==> src/beat_params.svh <==
`ifndef BEAT_PARAMS_SVH
`define BEAT_PARAMS_SVH

// audio sample and filter coefficient widths
`define SAMPLE_WIDTH 8
`define COEFF_WIDTH 16

// serial fir, taps must be a power of two for the ring buffer
`define FIR_TAPS 32
`define FIR_TAP_WIDTH 5
`define FIR_ACC_WIDTH 24
// output is accumulator bits 23..16
`define FIR_OUT_SHIFT 16

// energy novelty, window of 2**log2 samples
`define ENF_WINDOW_LOG2 4
`define ENF_WIDTH 32
`define ENF_DIFF_WIDTH 42
`define ENF_SHIFT 4

// peak picking
`define PEAK_HOLDOFF 24
`define PEAK_HOLDOFF_WIDTH 5
`define PEAK_MAX_SHIFT 3

`endif

==> src/beat_pkg.sv <==
`include "beat_params.svh"

package beat_pkg;

  ////////////////////
  // stream types
  ////////////////////

  // one audio sample with its strobe
  typedef struct packed {
    logic                             strobe;
    logic signed [`SAMPLE_WIDTH-1:0]  value;
  } sample_t;

  ////////////////////
  // debug word
  ////////////////////

  // novelty with the beat flag folded into bit 0
  typedef struct packed {
    logic [`ENF_WIDTH-2:0]  energy_hi;
    logic                   beat;
  } debug_flagged_t;

  // same 32 bits, read as a plain word or as energy plus flag
  typedef union packed {
    logic [`ENF_WIDTH-1:0]  raw;
    debug_flagged_t         flagged;
  } debug_word_u;

endpackage

==> src/fir_coeff_rom.sv <==
`timescale 1ns/1ps
`include "beat_params.svh"

// symmetric low-pass, coefficients scaled by 2**16, dc gain of one
module fir_coeff_rom (
  input  logic [`FIR_TAP_WIDTH:0]         index,
  output logic signed [`COEFF_WIDTH-1:0]  coeff
);

  always_comb begin
    case (index)
      0: coeff = -16'sd40;
      1: coeff = -16'sd60;
      2: coeff = -16'sd70;
      3: coeff = -16'sd50;
      4: coeff = 16'sd0;
      5: coeff = 16'sd145;
      6: coeff = 16'sd410;
      7: coeff = 16'sd820;
      8: coeff = 16'sd1386;
      9: coeff = 16'sd2098;
      10: coeff = 16'sd2918;
      11: coeff = 16'sd3773;
      12: coeff = 16'sd4581;
      13: coeff = 16'sd5256;
      14: coeff = 16'sd5714;
      15: coeff = 16'sd5909;
      // second half mirrors the first
      16: coeff = 16'sd5909;
      17: coeff = 16'sd5714;
      18: coeff = 16'sd5256;
      19: coeff = 16'sd4581;
      20: coeff = 16'sd3773;
      21: coeff = 16'sd2918;
      22: coeff = 16'sd2098;
      23: coeff = 16'sd1386;
      24: coeff = 16'sd820;
      25: coeff = 16'sd410;
      26: coeff = 16'sd145;
      27: coeff = 16'sd0;
      28: coeff = -16'sd50;
      29: coeff = -16'sd70;
      30: coeff = -16'sd60;
      31: coeff = -16'sd40;
      // past the last tap, so the sum stays put
      default: coeff = '0;
    endcase
  end

endmodule

==> src/fir_filter.sv <==
`timescale 1ns/1ps
`include "beat_params.svh"

module fir_filter (
  input  logic                               clock,
  input  logic                               reset,
  input  beat_pkg::sample_t                  sample,
  output logic signed [`FIR_ACC_WIDTH-1:0]   filter_out
);

  localparam logic [`FIR_TAP_WIDTH:0] tap_count = `FIR_TAPS;

  logic signed [`SAMPLE_WIDTH-1:0]                ring [tap_count];
  logic [`FIR_TAP_WIDTH-1:0]                      offset;
  // extra msb lets the index run one past the last tap
  logic [`FIR_TAP_WIDTH:0]                        index;
  logic [`FIR_TAP_WIDTH-1:0]                      tap_addr;
  logic signed [`COEFF_WIDTH-1:0]                 coeff;
  logic signed [`COEFF_WIDTH+`SAMPLE_WIDTH-1:0]   product;
  logic signed [`FIR_ACC_WIDTH-1:0]               acc;
  logic [`FIR_TAP_WIDTH-2:0]                      clear_count;
  logic                                           clearing;

  fir_coeff_rom coeff_rom (
    .index (index),
    .coeff (coeff)
  );

  // newest sample sits at offset with older ones further back
  assign tap_addr = offset - index[`FIR_TAP_WIDTH-1:0];
  assign product  = coeff * ring[tap_addr];

  ////////////////////
  // ring buffer
  ////////////////////

  // after reset two entries are zeroed per clock in opposite halves
  always_ff @(posedge clock) begin
    if (clearing) begin
      ring[{1'b0, clear_count}] <= '0;
      ring[{1'b1, clear_count}] <= '0;
    end
    if (sample.strobe) begin
      ring[offset + 1'b1] <= sample.value;
    end
  end

  ////////////////////
  // mac sequencer
  ////////////////////

  always_ff @(posedge clock) begin
    if (reset) begin
      offset      <= '0;
      index       <= tap_count;
      acc         <= '0;
      filter_out  <= '0;
      clear_count <= '0;
      clearing    <= 1'b1;
    end else begin
      if (clearing) begin
        clear_count <= clear_count + 1'b1;
        if (&clear_count) begin
          clearing <= 1'b0;
        end
      end
      if (sample.strobe) begin
        // offset moves onto the slot just written
        offset <= offset + 1'b1;
        index  <= '0;
        acc    <= '0;
      end else if (index < tap_count) begin
        acc   <= acc + product;
        index <= index + 1'b1;
      end else begin
        filter_out <= acc;
      end
    end
  end

endmodule

==> src/energy_novelty.sv <==
`timescale 1ns/1ps
`include "beat_params.svh"

module energy_novelty (
  input  logic                      clock,
  input  logic                      reset,
  input  beat_pkg::sample_t         sample,
  output logic [`ENF_WIDTH-1:0]     novelty
);

  localparam int unsigned depth = 2 ** `ENF_WINDOW_LOG2;

  logic signed [2*`SAMPLE_WIDTH-1:0]  square;
  logic signed [2*`SAMPLE_WIDTH-1:0]  square_mem [depth];
  logic signed [2*`SAMPLE_WIDTH-1:0]  delayed_mem [depth];
  logic signed [`ENF_WIDTH-1:0]       diff_mem [depth];
  logic signed [`ENF_WIDTH-1:0]       cur_energy;
  logic signed [`ENF_WIDTH-1:0]       prev_energy;
  logic signed [`ENF_WIDTH-1:0]       energy_diff;
  logic signed [`ENF_DIFF_WIDTH-1:0]  diff_acc;
  logic signed [`ENF_DIFF_WIDTH-1:0]  shifted;
  logic [`ENF_WINDOW_LOG2-1:0]        index;
  logic [`ENF_WINDOW_LOG2-1:0]        clear_count;
  logic                               clearing;

  assign square      = $signed(sample.value) * $signed(sample.value);
  assign energy_diff = cur_energy - prev_energy;

  ////////////////////
  // window memories
  ////////////////////

  // square_mem holds the current window, delayed_mem the one before it
  always_ff @(posedge clock) begin
    if (clearing) begin
      square_mem[clear_count]  <= '0;
      delayed_mem[clear_count] <= '0;
      diff_mem[clear_count]    <= '0;
    end
    if (sample.strobe) begin
      square_mem[index]  <= square;
      delayed_mem[index] <= square_mem[index];
      diff_mem[index]    <= energy_diff;
    end
  end

  ////////////////////
  // running sums
  ////////////////////

  always_ff @(posedge clock) begin
    if (reset) begin
      cur_energy  <= '0;
      prev_energy <= '0;
      diff_acc    <= '0;
      index       <= '0;
      clear_count <= '0;
      clearing    <= 1'b1;
    end else begin
      if (clearing) begin
        clear_count <= clear_count + 1'b1;
        if (&clear_count) begin
          clearing <= 1'b0;
        end
      end
      if (sample.strobe) begin
        // the sample leaving the current window enters the previous one
        prev_energy <= prev_energy - delayed_mem[index] + square_mem[index];
        cur_energy  <= cur_energy - square_mem[index] + square;
        diff_acc    <= diff_acc + energy_diff - diff_mem[index];
        index       <= index + 1'b1;
      end
    end
  end

  // scale down, falling energy reads as zero
  assign shifted = diff_acc >>> `ENF_SHIFT;
  assign novelty = diff_acc[`ENF_DIFF_WIDTH-1] ? '0 : shifted[`ENF_WIDTH-1:0];

endmodule

==> src/peak_picker.sv <==
`timescale 1ns/1ps
`include "beat_params.svh"

module peak_picker (
  input  logic                    clock,
  input  logic                    reset,
  input  logic                    ready,
  input  logic [`ENF_WIDTH-1:0]   novelty,
  output logic                    beat
);

  localparam logic [`PEAK_HOLDOFF_WIDTH-1:0] holdoff_reload = `PEAK_HOLDOFF;

  logic [`ENF_WIDTH-1:0]            newer;
  logic [`ENF_WIDTH-1:0]            older;
  logic [`ENF_WIDTH-1:0]            max_val;
  logic [`PEAK_HOLDOFF_WIDTH-1:0]   holdoff;
  logic                             is_peak;

  // newer is the candidate, older and the incoming value its neighbours
  assign is_peak = (older < newer) &&
                   (newer >= novelty) &&
                   (newer > (max_val >> `PEAK_MAX_SHIFT)) &&
                   (holdoff == '0);

  always_ff @(posedge clock) begin
    if (reset) begin
      beat    <= 1'b0;
      newer   <= '0;
      older   <= '0;
      max_val <= '0;
      holdoff <= '0;
    end else if (ready) begin
      beat  <= is_peak;
      older <= newer;
      newer <= novelty;
      if (novelty > max_val) begin
        max_val <= novelty;
      end
      // block further peaks for a while
      if (is_peak) begin
        holdoff <= holdoff_reload;
      end else if (holdoff != '0) begin
        holdoff <= holdoff - 1'b1;
      end
    end
  end

endmodule

==> src/audio_processor.sv <==
`timescale 1ns/1ps
`include "beat_params.svh"

module audio_processor (
  input  logic                            clock,
  input  logic                            reset,
  input  logic                            ready,
  input  logic signed [`SAMPLE_WIDTH-1:0] x,
  output logic [`SAMPLE_WIDTH-1:0]        y,
  output logic                            beat,
  output logic [`ENF_WIDTH-1:0]           d
);

  import beat_pkg::*;

  sample_t                            raw_sample;
  sample_t                            filtered_sample;
  logic signed [`FIR_ACC_WIDTH-1:0]   filter_out;
  logic [`ENF_WIDTH-1:0]              novelty;
  debug_word_u                        debug_word;

  assign raw_sample = '{strobe: ready, value: x};

  fir_filter filter (
    .clock      (clock),
    .reset      (reset),
    .sample     (raw_sample),
    .filter_out (filter_out)
  );

  // the top byte of the accumulator is the 8-bit result
  assign y = filter_out[`FIR_ACC_WIDTH-1:`FIR_OUT_SHIFT];
  assign filtered_sample = '{strobe: ready, value: filter_out[`FIR_ACC_WIDTH-1:`FIR_OUT_SHIFT]};

  energy_novelty novelty_stage (
    .clock   (clock),
    .reset   (reset),
    .sample  (filtered_sample),
    .novelty (novelty)
  );

  peak_picker peaks (
    .clock   (clock),
    .reset   (reset),
    .ready   (ready),
    .novelty (novelty),
    .beat    (beat)
  );

  // bit 0 of the novelty gives way to the beat flag
  always_comb begin
    debug_word.flagged.energy_hi = novelty[`ENF_WIDTH-1:1];
    debug_word.flagged.beat      = beat;
  end

  assign d = debug_word.raw;

endmodule

==> config.mk <==
export PLATFORM = sky130hd
export DESIGN_NAME = audio_processor
export DESIGN_NICKNAME = d
export VERILOG_FILES = /design/src/beat_pkg.sv /design/src/fir_coeff_rom.sv /design/src/fir_filter.sv /design/src/energy_novelty.sv /design/src/peak_picker.sv /design/src/audio_processor.sv
export VERILOG_INCLUDE_DIRS = /design/src /design/src/src
export SDC_FILE = /design/constraint.sdc
export NUM_CORES = 2
export LEC_CHECK = 0
export ABC_AREA = 1
export BUFFER_PORTS_ARGS = -buffer_cell sky130_fd_sc_hd__buf_2
export CORE_MARGIN = 2
export CORE_UTILIZATION = 54
export CTS_BUF_LIST = sky130_fd_sc_hd__clkbuf_4
export CTS_CLUSTER_SIZE = 20
export DETAILED_ROUTE_END_ITERATION = 7
export GPL_TIMING_DRIVEN = 0
export PLACE_DENSITY = 0.7
export SLEW_MARGIN = 15
export SYNTH_ARGS = -nofsm -noshare
export SYNTH_HDL_FRONTEND = slang
export SYNTH_SLANG_ARGS = --single-unit
==> constraint.sdc <==
create_clock -name clock -period 12.5 [get_ports clock]
set_clock_uncertainty 0.15 [all_clocks]
set_input_delay 1.875 -clock clock [delete_from_list [all_inputs] [get_ports clock]]
set_output_delay 1.875 -clock clock [all_outputs]
set_load 0.01 [all_outputs]
Yosys cells after proc, flatten, opt, wreduce, memory -nomap -nowiden --
Memories as Yosys holds them, arrays and structs flattened. A register that Yosys moved wholly into a read port is not among the register bits. Cells that the tools add are included.
Cells by class: bitwise operators 2, add/sub/neg operators 15, $lt $le $gt $ge 5, reductions and logical operators 13, $mul 2, multiplexer cells 24
Operators by type and width (count):
- $add A32 B16 Y32 | 2
- $sub A32 B16 Y32 | 2
- $add A42 B32 Y42 | 1
- $sub A42 B32 Y42 | 1
- $ge A32 B32 Y1 | 1
- $gt A32 B29 Y1 | 1
- $gt A32 B32 Y1 | 1
- $lt A32 B32 Y1 | 1
- $mux W32 | 1
- $sub A32 B32 Y32 | 1
- $add A24 B24 Y24 | 1
- $mul A16 B8 Y24 | 1
- $mux W4 | 6
- $mux W5 | 4
- $mul A8 B8 Y16 | 1
- $mux W16 | 1
- $add A4 B1 Y4 const B | 3
- $mux W6 | 2
- $mux W1 | 10
- $reduce_and A4 Y1 | 2
- $add A6 B1 Y6 const B | 1
- $lt A6 B6 Y1 const B | 1
- $reduce_and A2 Y1 | 3
- $add A5 B1 Y5 const B | 1
- other kinds (8) | 12
Word-level totals: output and inout port bits 41, memories kept 5, ROM bits 512, bits of input ports 11, memory bits (writable) 1280, register bits after elaboration 281
Memories:
- (no name shown) | words 32, bits a word 16, rd ports 1, clocked after Yosys merged registers in 1, wr ports 0, RTL line fir_coeff_rom.sv:11 | case (index)
- novelty_stage.diff_mem | words 16, bits a word 32, rd ports 1, clocked after Yosys merged registers in 1, wr ports 2, RTL line energy_novelty.sv:16 | logic signed [`ENF_WIDTH-1:0] diff_mem [depth];
- filter.ring | words 32, bits a word 8, rd ports 1, clocked after Yosys merged registers in 0, wr ports 3, RTL line fir_filter.sv:13 | logic signed [`SAMPLE_WIDTH-1:0] ring [tap_count];
- novelty_stage.delayed_mem | words 16, bits a word 16, rd ports 1, clocked after Yosys merged registers in 1, wr ports 2, RTL line energy_novelty.sv:15 | logic signed [2*`SAMPLE_WIDTH-1:0] delayed_mem [depth];
- novelty_stage.square_mem | words 16, bits a word 16, rd ports 1, clocked after Yosys merged registers in 1, wr ports 2, RTL line energy_novelty.sv:14 | logic signed [2*`SAMPLE_WIDTH-1:0] square_mem [depth];

Logic depth before layout (Yosys ltp) --
depth in word-level cells 7, gate-level depth with buffers 40, depth with buffers taken out 38

Hierarchy --
Synthesis repeated with hierarchy kept, for this count alone.
Second synthesis, totals: cell total of the unflattened synthesis 10157, area, all modules 90215.3 µm²
Modules (own cells, without submodules):
- energy_novelty | area each 62557.5 µm², instances 1, cells each 6805, seq. area each 32170.9 µm²
- fir_filter | area each 19779.0 µm², instances 1, cells each 2238, seq. area each 8968.6 µm²
- peak_picker | area each 7059.3 µm², instances 1, cells each 944, seq. area each 2042.0 µm²
- fir_coeff_rom | area each 812.0 µm², instances 1, cells each 169, seq. area each 0.0 µm²
- audio_processor | area each 7.5 µm², instances 1, cells each 1, seq. area each 0.0 µm²

Worst setup path before layout --
Ideal clock, no wire load.
kind register to register, start point register filter.filter_out[23], end point register novelty_stage.cur_energy[26], slack 5.202 ns, cell stages (with the launch flop) 34, data arrival time 7.033 ns, period minus slack after synthesis 7.298 ns, data required time 12.235 ns, path through dfxtp_1 -> clkbuf_1 -> inv_1 -> or2_2 -> fa_1 -> fa_1 -> fa_1 -> inv_1 -> fa_1 -> ha_1 -> inv_1 -> nor3_1 -> nand3_1 -> nand3_1 -> nand2b_1 -> nand2_1 -> clkinv_1 -> buf_1 -> fa_1 -> inv_1 -> ha_1 -> nand2_1 -> inv_1 -> nand3_1 -> nor3_1 -> nand3_1 -> nand3_1 -> nand2_1 -> nand2_1 -> nand2_1 -> nand3_1 -> nand2_1 -> o21ai_0 -> inv_1
On the way: word-level cells in the longest chain between the ends 2
RTL lines:
- from (decl) | RTL line fir_filter.sv:8 | output logic signed [`FIR_ACC_WIDTH-1:0] filter_out
- from (signal assigned) | RTL line fir_filter.sv:57 | filter_out <= '0;
- from (signal assigned) | RTL line fir_filter.sv:76 | filter_out <= acc;
- $mul A8 B8 Y16 | RTL line energy_novelty.sv:26 | assign square = $signed(sample.value) * $signed(sample.value);
- $add A32 B16 Y32 | RTL line energy_novelty.sv:69 | cur_energy <= cur_energy - square_mem[index] + square;
- to (signal assigned) | RTL line energy_novelty.sv:69
- to (decl) | RTL line energy_novelty.sv:17 | logic signed [`ENF_WIDTH-1:0] cur_energy;
No other way between the ends. A chain may end at the register's enable or synchronous reset.

Worst setup path in the final report --
start point register filter.offset[1], end point register filter.acc[23]
On the way: word-level cells in the longest chain between the ends 4
RTL lines:
- from (decl) | RTL line fir_filter.sv:14 | logic [`FIR_TAP_WIDTH-1:0] offset;
- from (signal assigned) | RTL line fir_filter.sv:69 | offset <= offset + 1'b1;
- $sub A5 B5 Y5 | RTL line fir_filter.sv:30 | assign tap_addr = offset - index[`FIR_TAP_WIDTH-1:0];
- $mem_v2 Z32 W8
- $mul A16 B8 Y24 | RTL line fir_filter.sv:31 | assign product = coeff * ring[tap_addr];
- $add A24 B24 Y24 | RTL line fir_filter.sv:73 | acc <= acc + product;
- to (signal assigned) | RTL line fir_filter.sv:73
- to (decl) | RTL line fir_filter.sv:20 | logic signed [`FIR_ACC_WIDTH-1:0] acc;
No other way between the ends.

==> impl_metrics.ini <==
[placement]
post-place-ws_ns = 3.385
port_buffers = 51
gp_congestion = 1.006
dpl.hpwl_um = 256000
dp_cells = 11830

[detailed_routing]
vias = 76470
dr.pass1.iters = 8
highest_layer = met5
post_drt_wl_per_cell_um = 27.50
wl_um = 345800
met3_length_um = 51080
wl_met1_um = 125000
route.met2.wl_um = 147100
drt_iter0_drc = 11230
via_per_inst = 6.081
drc_errors = 8
final_antenna_net_count = 0

[power_and_ir_drop]
pwr-share-comb_pct = 64.2
p_leak_uw = 0.04056
peakVddDrop_mv = 0.3553
p_int_uw = 13920
switching_share_pct = 53.51
switchingPower_uw = 16030
seq_power_share_pct = 20.4
clkPwrFrac_pct = 15.4
powerDensity_mw_per_mm2 = 305.6

[synth]
synth_top_area_share_pct = 42.64
synth_edf_count = 1248
synth_nets = 10180
yosys-mux-area-fraction_pct = 2.746
synthCells = 9533
ys_warn_count = 0
ys_seq_area_share_pct = 49.08
synth_flop_cell = edfxtp_1
syn_avg_cell_area_um2 = 9.220
async_reset_ff_share_pct = 0
ys_ff_latch = 1531
synth_area_leaders = edfxtp_1 43%, nor2_1 7.0%, dfxtp_1 6.4%
synth_fa_ha_area_share_pct = 11.40
synth_cell_types = 63
synth_common_cells = 1641 x nor2_1, 1290 x inv_1, 1248 x edfxtp_1, 1179 x nand2_1, 719 x a21oi_1
synth_top_family_by_area = simple AND/OR/NAND/NOR gates
synth.most_common_cell = nor2_1
synth-simple-area-share_pct = 14.71
syn_area_mm2 = 0.08789
yosysTopAreaCell = edfxtp_1
synth-compound-area-share_pct = 12.31
synth_xor_area_share_pct = 1.337

[die]
die_h_um = 407.4
dieWidth_um = 407.4
pin_count = 52
initial_core_util_pct = 54.18
fp.coreArea_mm2 = 0.1622
die_area_mm2 = 0.1660
rows = 148

[hold_path]
hold_path_class = register to register
min_from = peaks.max_val[24]$_SDFFE_PP0P_

[job]
drv_cap = 0

[timing]
setup_violations = 0
fmax_mhz = 106.7
slew_viol_final = 0
rsz0062_at_grt = false
hold_viol = 0
fin_crit_sh_pct = 74.98
tns_ns = 0
worst_pin_slew_ns = 1.368
fin_ws_ns = 3.128
maxSlewHeadroom_pct = 8.806
period_needed_ns = 9.372

[critical_path]
worstPathRequired_ns = 13.61
critPathLaunch = filter.offset[1]$_SDFFE_PP0P_
cp_slowest_cell = fa_1
endpoint_kind = register
crit_path_max_fanout = 10
regToRegStartpoint = filter.offset[1]$_SDFFE_PP0P_
worstPathArrival_ns = 10.49
critPathMaxStageDelay_ns = 0.73
cp-start-kind = register
path_cells = inv_1 > fa_1 > clkbuf_1 > buf_1 > a32oi_1 > o211ai_1 > nand3_1 > nand2_1 > buf_2 > nor2_1 > fa_1 > inv_1 > fa_1 > inv_1 > fa_1 > fa_1 > ha_1 > ha_1 > inv_1 > nor3_1 > nand2_1 > o311ai_0 > or2_2 > a21oi_1
cp.buffers_inverters = 7
critical_path_class = register to register
critical-path-top-delay-family = adder cells
cpMostUsedCell = fa_1

[run_status]
status = finished with violations
violations = DRC

[cells_and_area]
area_delta_synth_final_pct = 11.49
fin_util_pct = 60.41
fin_nets = 10730
fin_cells = 12570
drive_above_1_share_pct = 9.977

[global_routing]
grt_pass1_vias = 73500
antenna_found_initial = 21
grt.overflow.total = 0
grt_pass1_wl_um = 489100
track_usage_pct = 40.66
grt_max_degree = 20

[clocking]
cts_buffers = 419
clockBufferDepth = 4
clk_pin_slew_worst_paths_ns = 0.07
cts-root-buf = clkbuf_4
ctsResizeCount = 0
insertion_delay_ns = 1.52
clock_sinks = 1531
cts_tree = yes
cts_hold_buf = 0
postCtsSetupBuffers = 0
cts_max_level = 5
## worst reg2reg max path: cells and delay by family (launching register included)
family / cells / cell delay [ns]
AOI/OAI and AO/OA: 4 / 1.42
DFF: 1 / 0.55
adders and majority gates: 7 / 3.55
buffers and inverters: 7 / 2.21
and+or+nand+nor: 6 / 1.26
## metrics by stage
step | cell area [µm²] | power, µW | hold WS [ns]
floorplan | 87890 | 18500 | 0.2799
global placement | 90870 | 24500 | 0.2951
detailed placement | 92730 | 24620 | 0.3036
CTS | 97950 | 29220 | 0.3140
global route | 97980 | 31710 | 0.3308
finish | 98000 | 29950 | 0.3124
## state kept, by name (all words and copies together) (netlist names), 24 cells and up, named ones only
name	flops
novelty_stage.cur_energy	32
filter.acc	24
novelty_stage.square_mem	240
filter.ring	256
peaks.max_val	32
peaks.newer	32
novelty_stage.diff_acc	42
novelty_stage.diff_mem	512
peaks.older	32
novelty_stage.delayed_mem	240
novelty_stage.prev_energy	32
## kinds of logic after synthesis
family                     count (synthesis)
DFF                                     1531
adders and majority gates                640
buffers and inverters                   1869
AOI/OAI and AO/OA                       1873
muxes                                    241
xor gates and xnor gates                 120
and+or+nand+nor                         3259
## layout make-up
cell class,count,area (µm²)
Clock buffer,622,4669
Tap cell,2175,2721
Sequential cell,1531,43140
Antenna cell,15,37.54
Buffer,542,2435
Inverter,1327,4981
Timing Repair Buffer,120,1909
Fill cell,14200,64220
Clock inverter,109,549.3
Multi-Input combinational cell,6133,37550
## per-layer routing
| layer | global-route usage (%) | vias up |
|---|---|---|
| met5 | 0.5747 | - |
| met4 | 22.81 | 18 |
| met3 | 15.61 | 1319 |
| met2 | 60.04 | 5482 |
| met1 | 51.19 | 36470 |
| li1 | - | 33180 |
## power groups by stage
stage	logic (µW)	clock network (µW)	registers, µW
final	19200	4610	6100
after global routing	20800	4830	6120
after CTS	18600	4570	6090
after detailed placement	18400	0	6200
after global placement	18300	0	6230
after floorplan	12400	0	6120
## worst paths after layout
path,slack [ns],end,depth (start not counted)
setup / recovery,3.13,filter.acc[23]$_SDFFE_PP0N_,24
hold / removal,0.31,peaks.max_val[24]$_SDFFE_PP0P_,2
setup reg to reg,3.13,filter.acc[23]$_SDFFE_PP0N_,24
hold reg to reg,0.31,peaks.max_val[24]$_SDFFE_PP0P_,2
## cells in the final DEF (no fill, tap or decap), types with 14 or more instances in the layout
master	netlist	final
a21o_1	20	20
a21oi_1	719	719
a31oi_1	18	18
a32o_1	32	32
a32oi_1	34	34
buf_1	36	33
buf_12	0	21
buf_16	0	41
buf_2	88	141
buf_4	62	62
clkbuf_1	351	338
clkbuf_2	0	14
clkbuf_4	0	622
clkinv_1	15	96
clkinv_2	0	18
dfxtp_1	283	283
diode_2	0	15
edfxtp_1	1248	1248
fa_1	268	268
ha_1	372	372
inv_1	1290	1290
inv_2	22	25
mux2i_1	240	240
nand2_1	1179	1177
nand3_1	290	290
nand4_1	36	36
nor2_1	1641	1641
nor3_1	55	55
nor4_1	17	17
o211ai_1	307	307
o21ai_0	605	588
o21ai_4	0	15
o21bai_1	23	23
o22ai_1	48	48
or2_2	19	19
xnor2_1	39	38
xor2_1	66	66
Power figures use the tool's default switching activity.
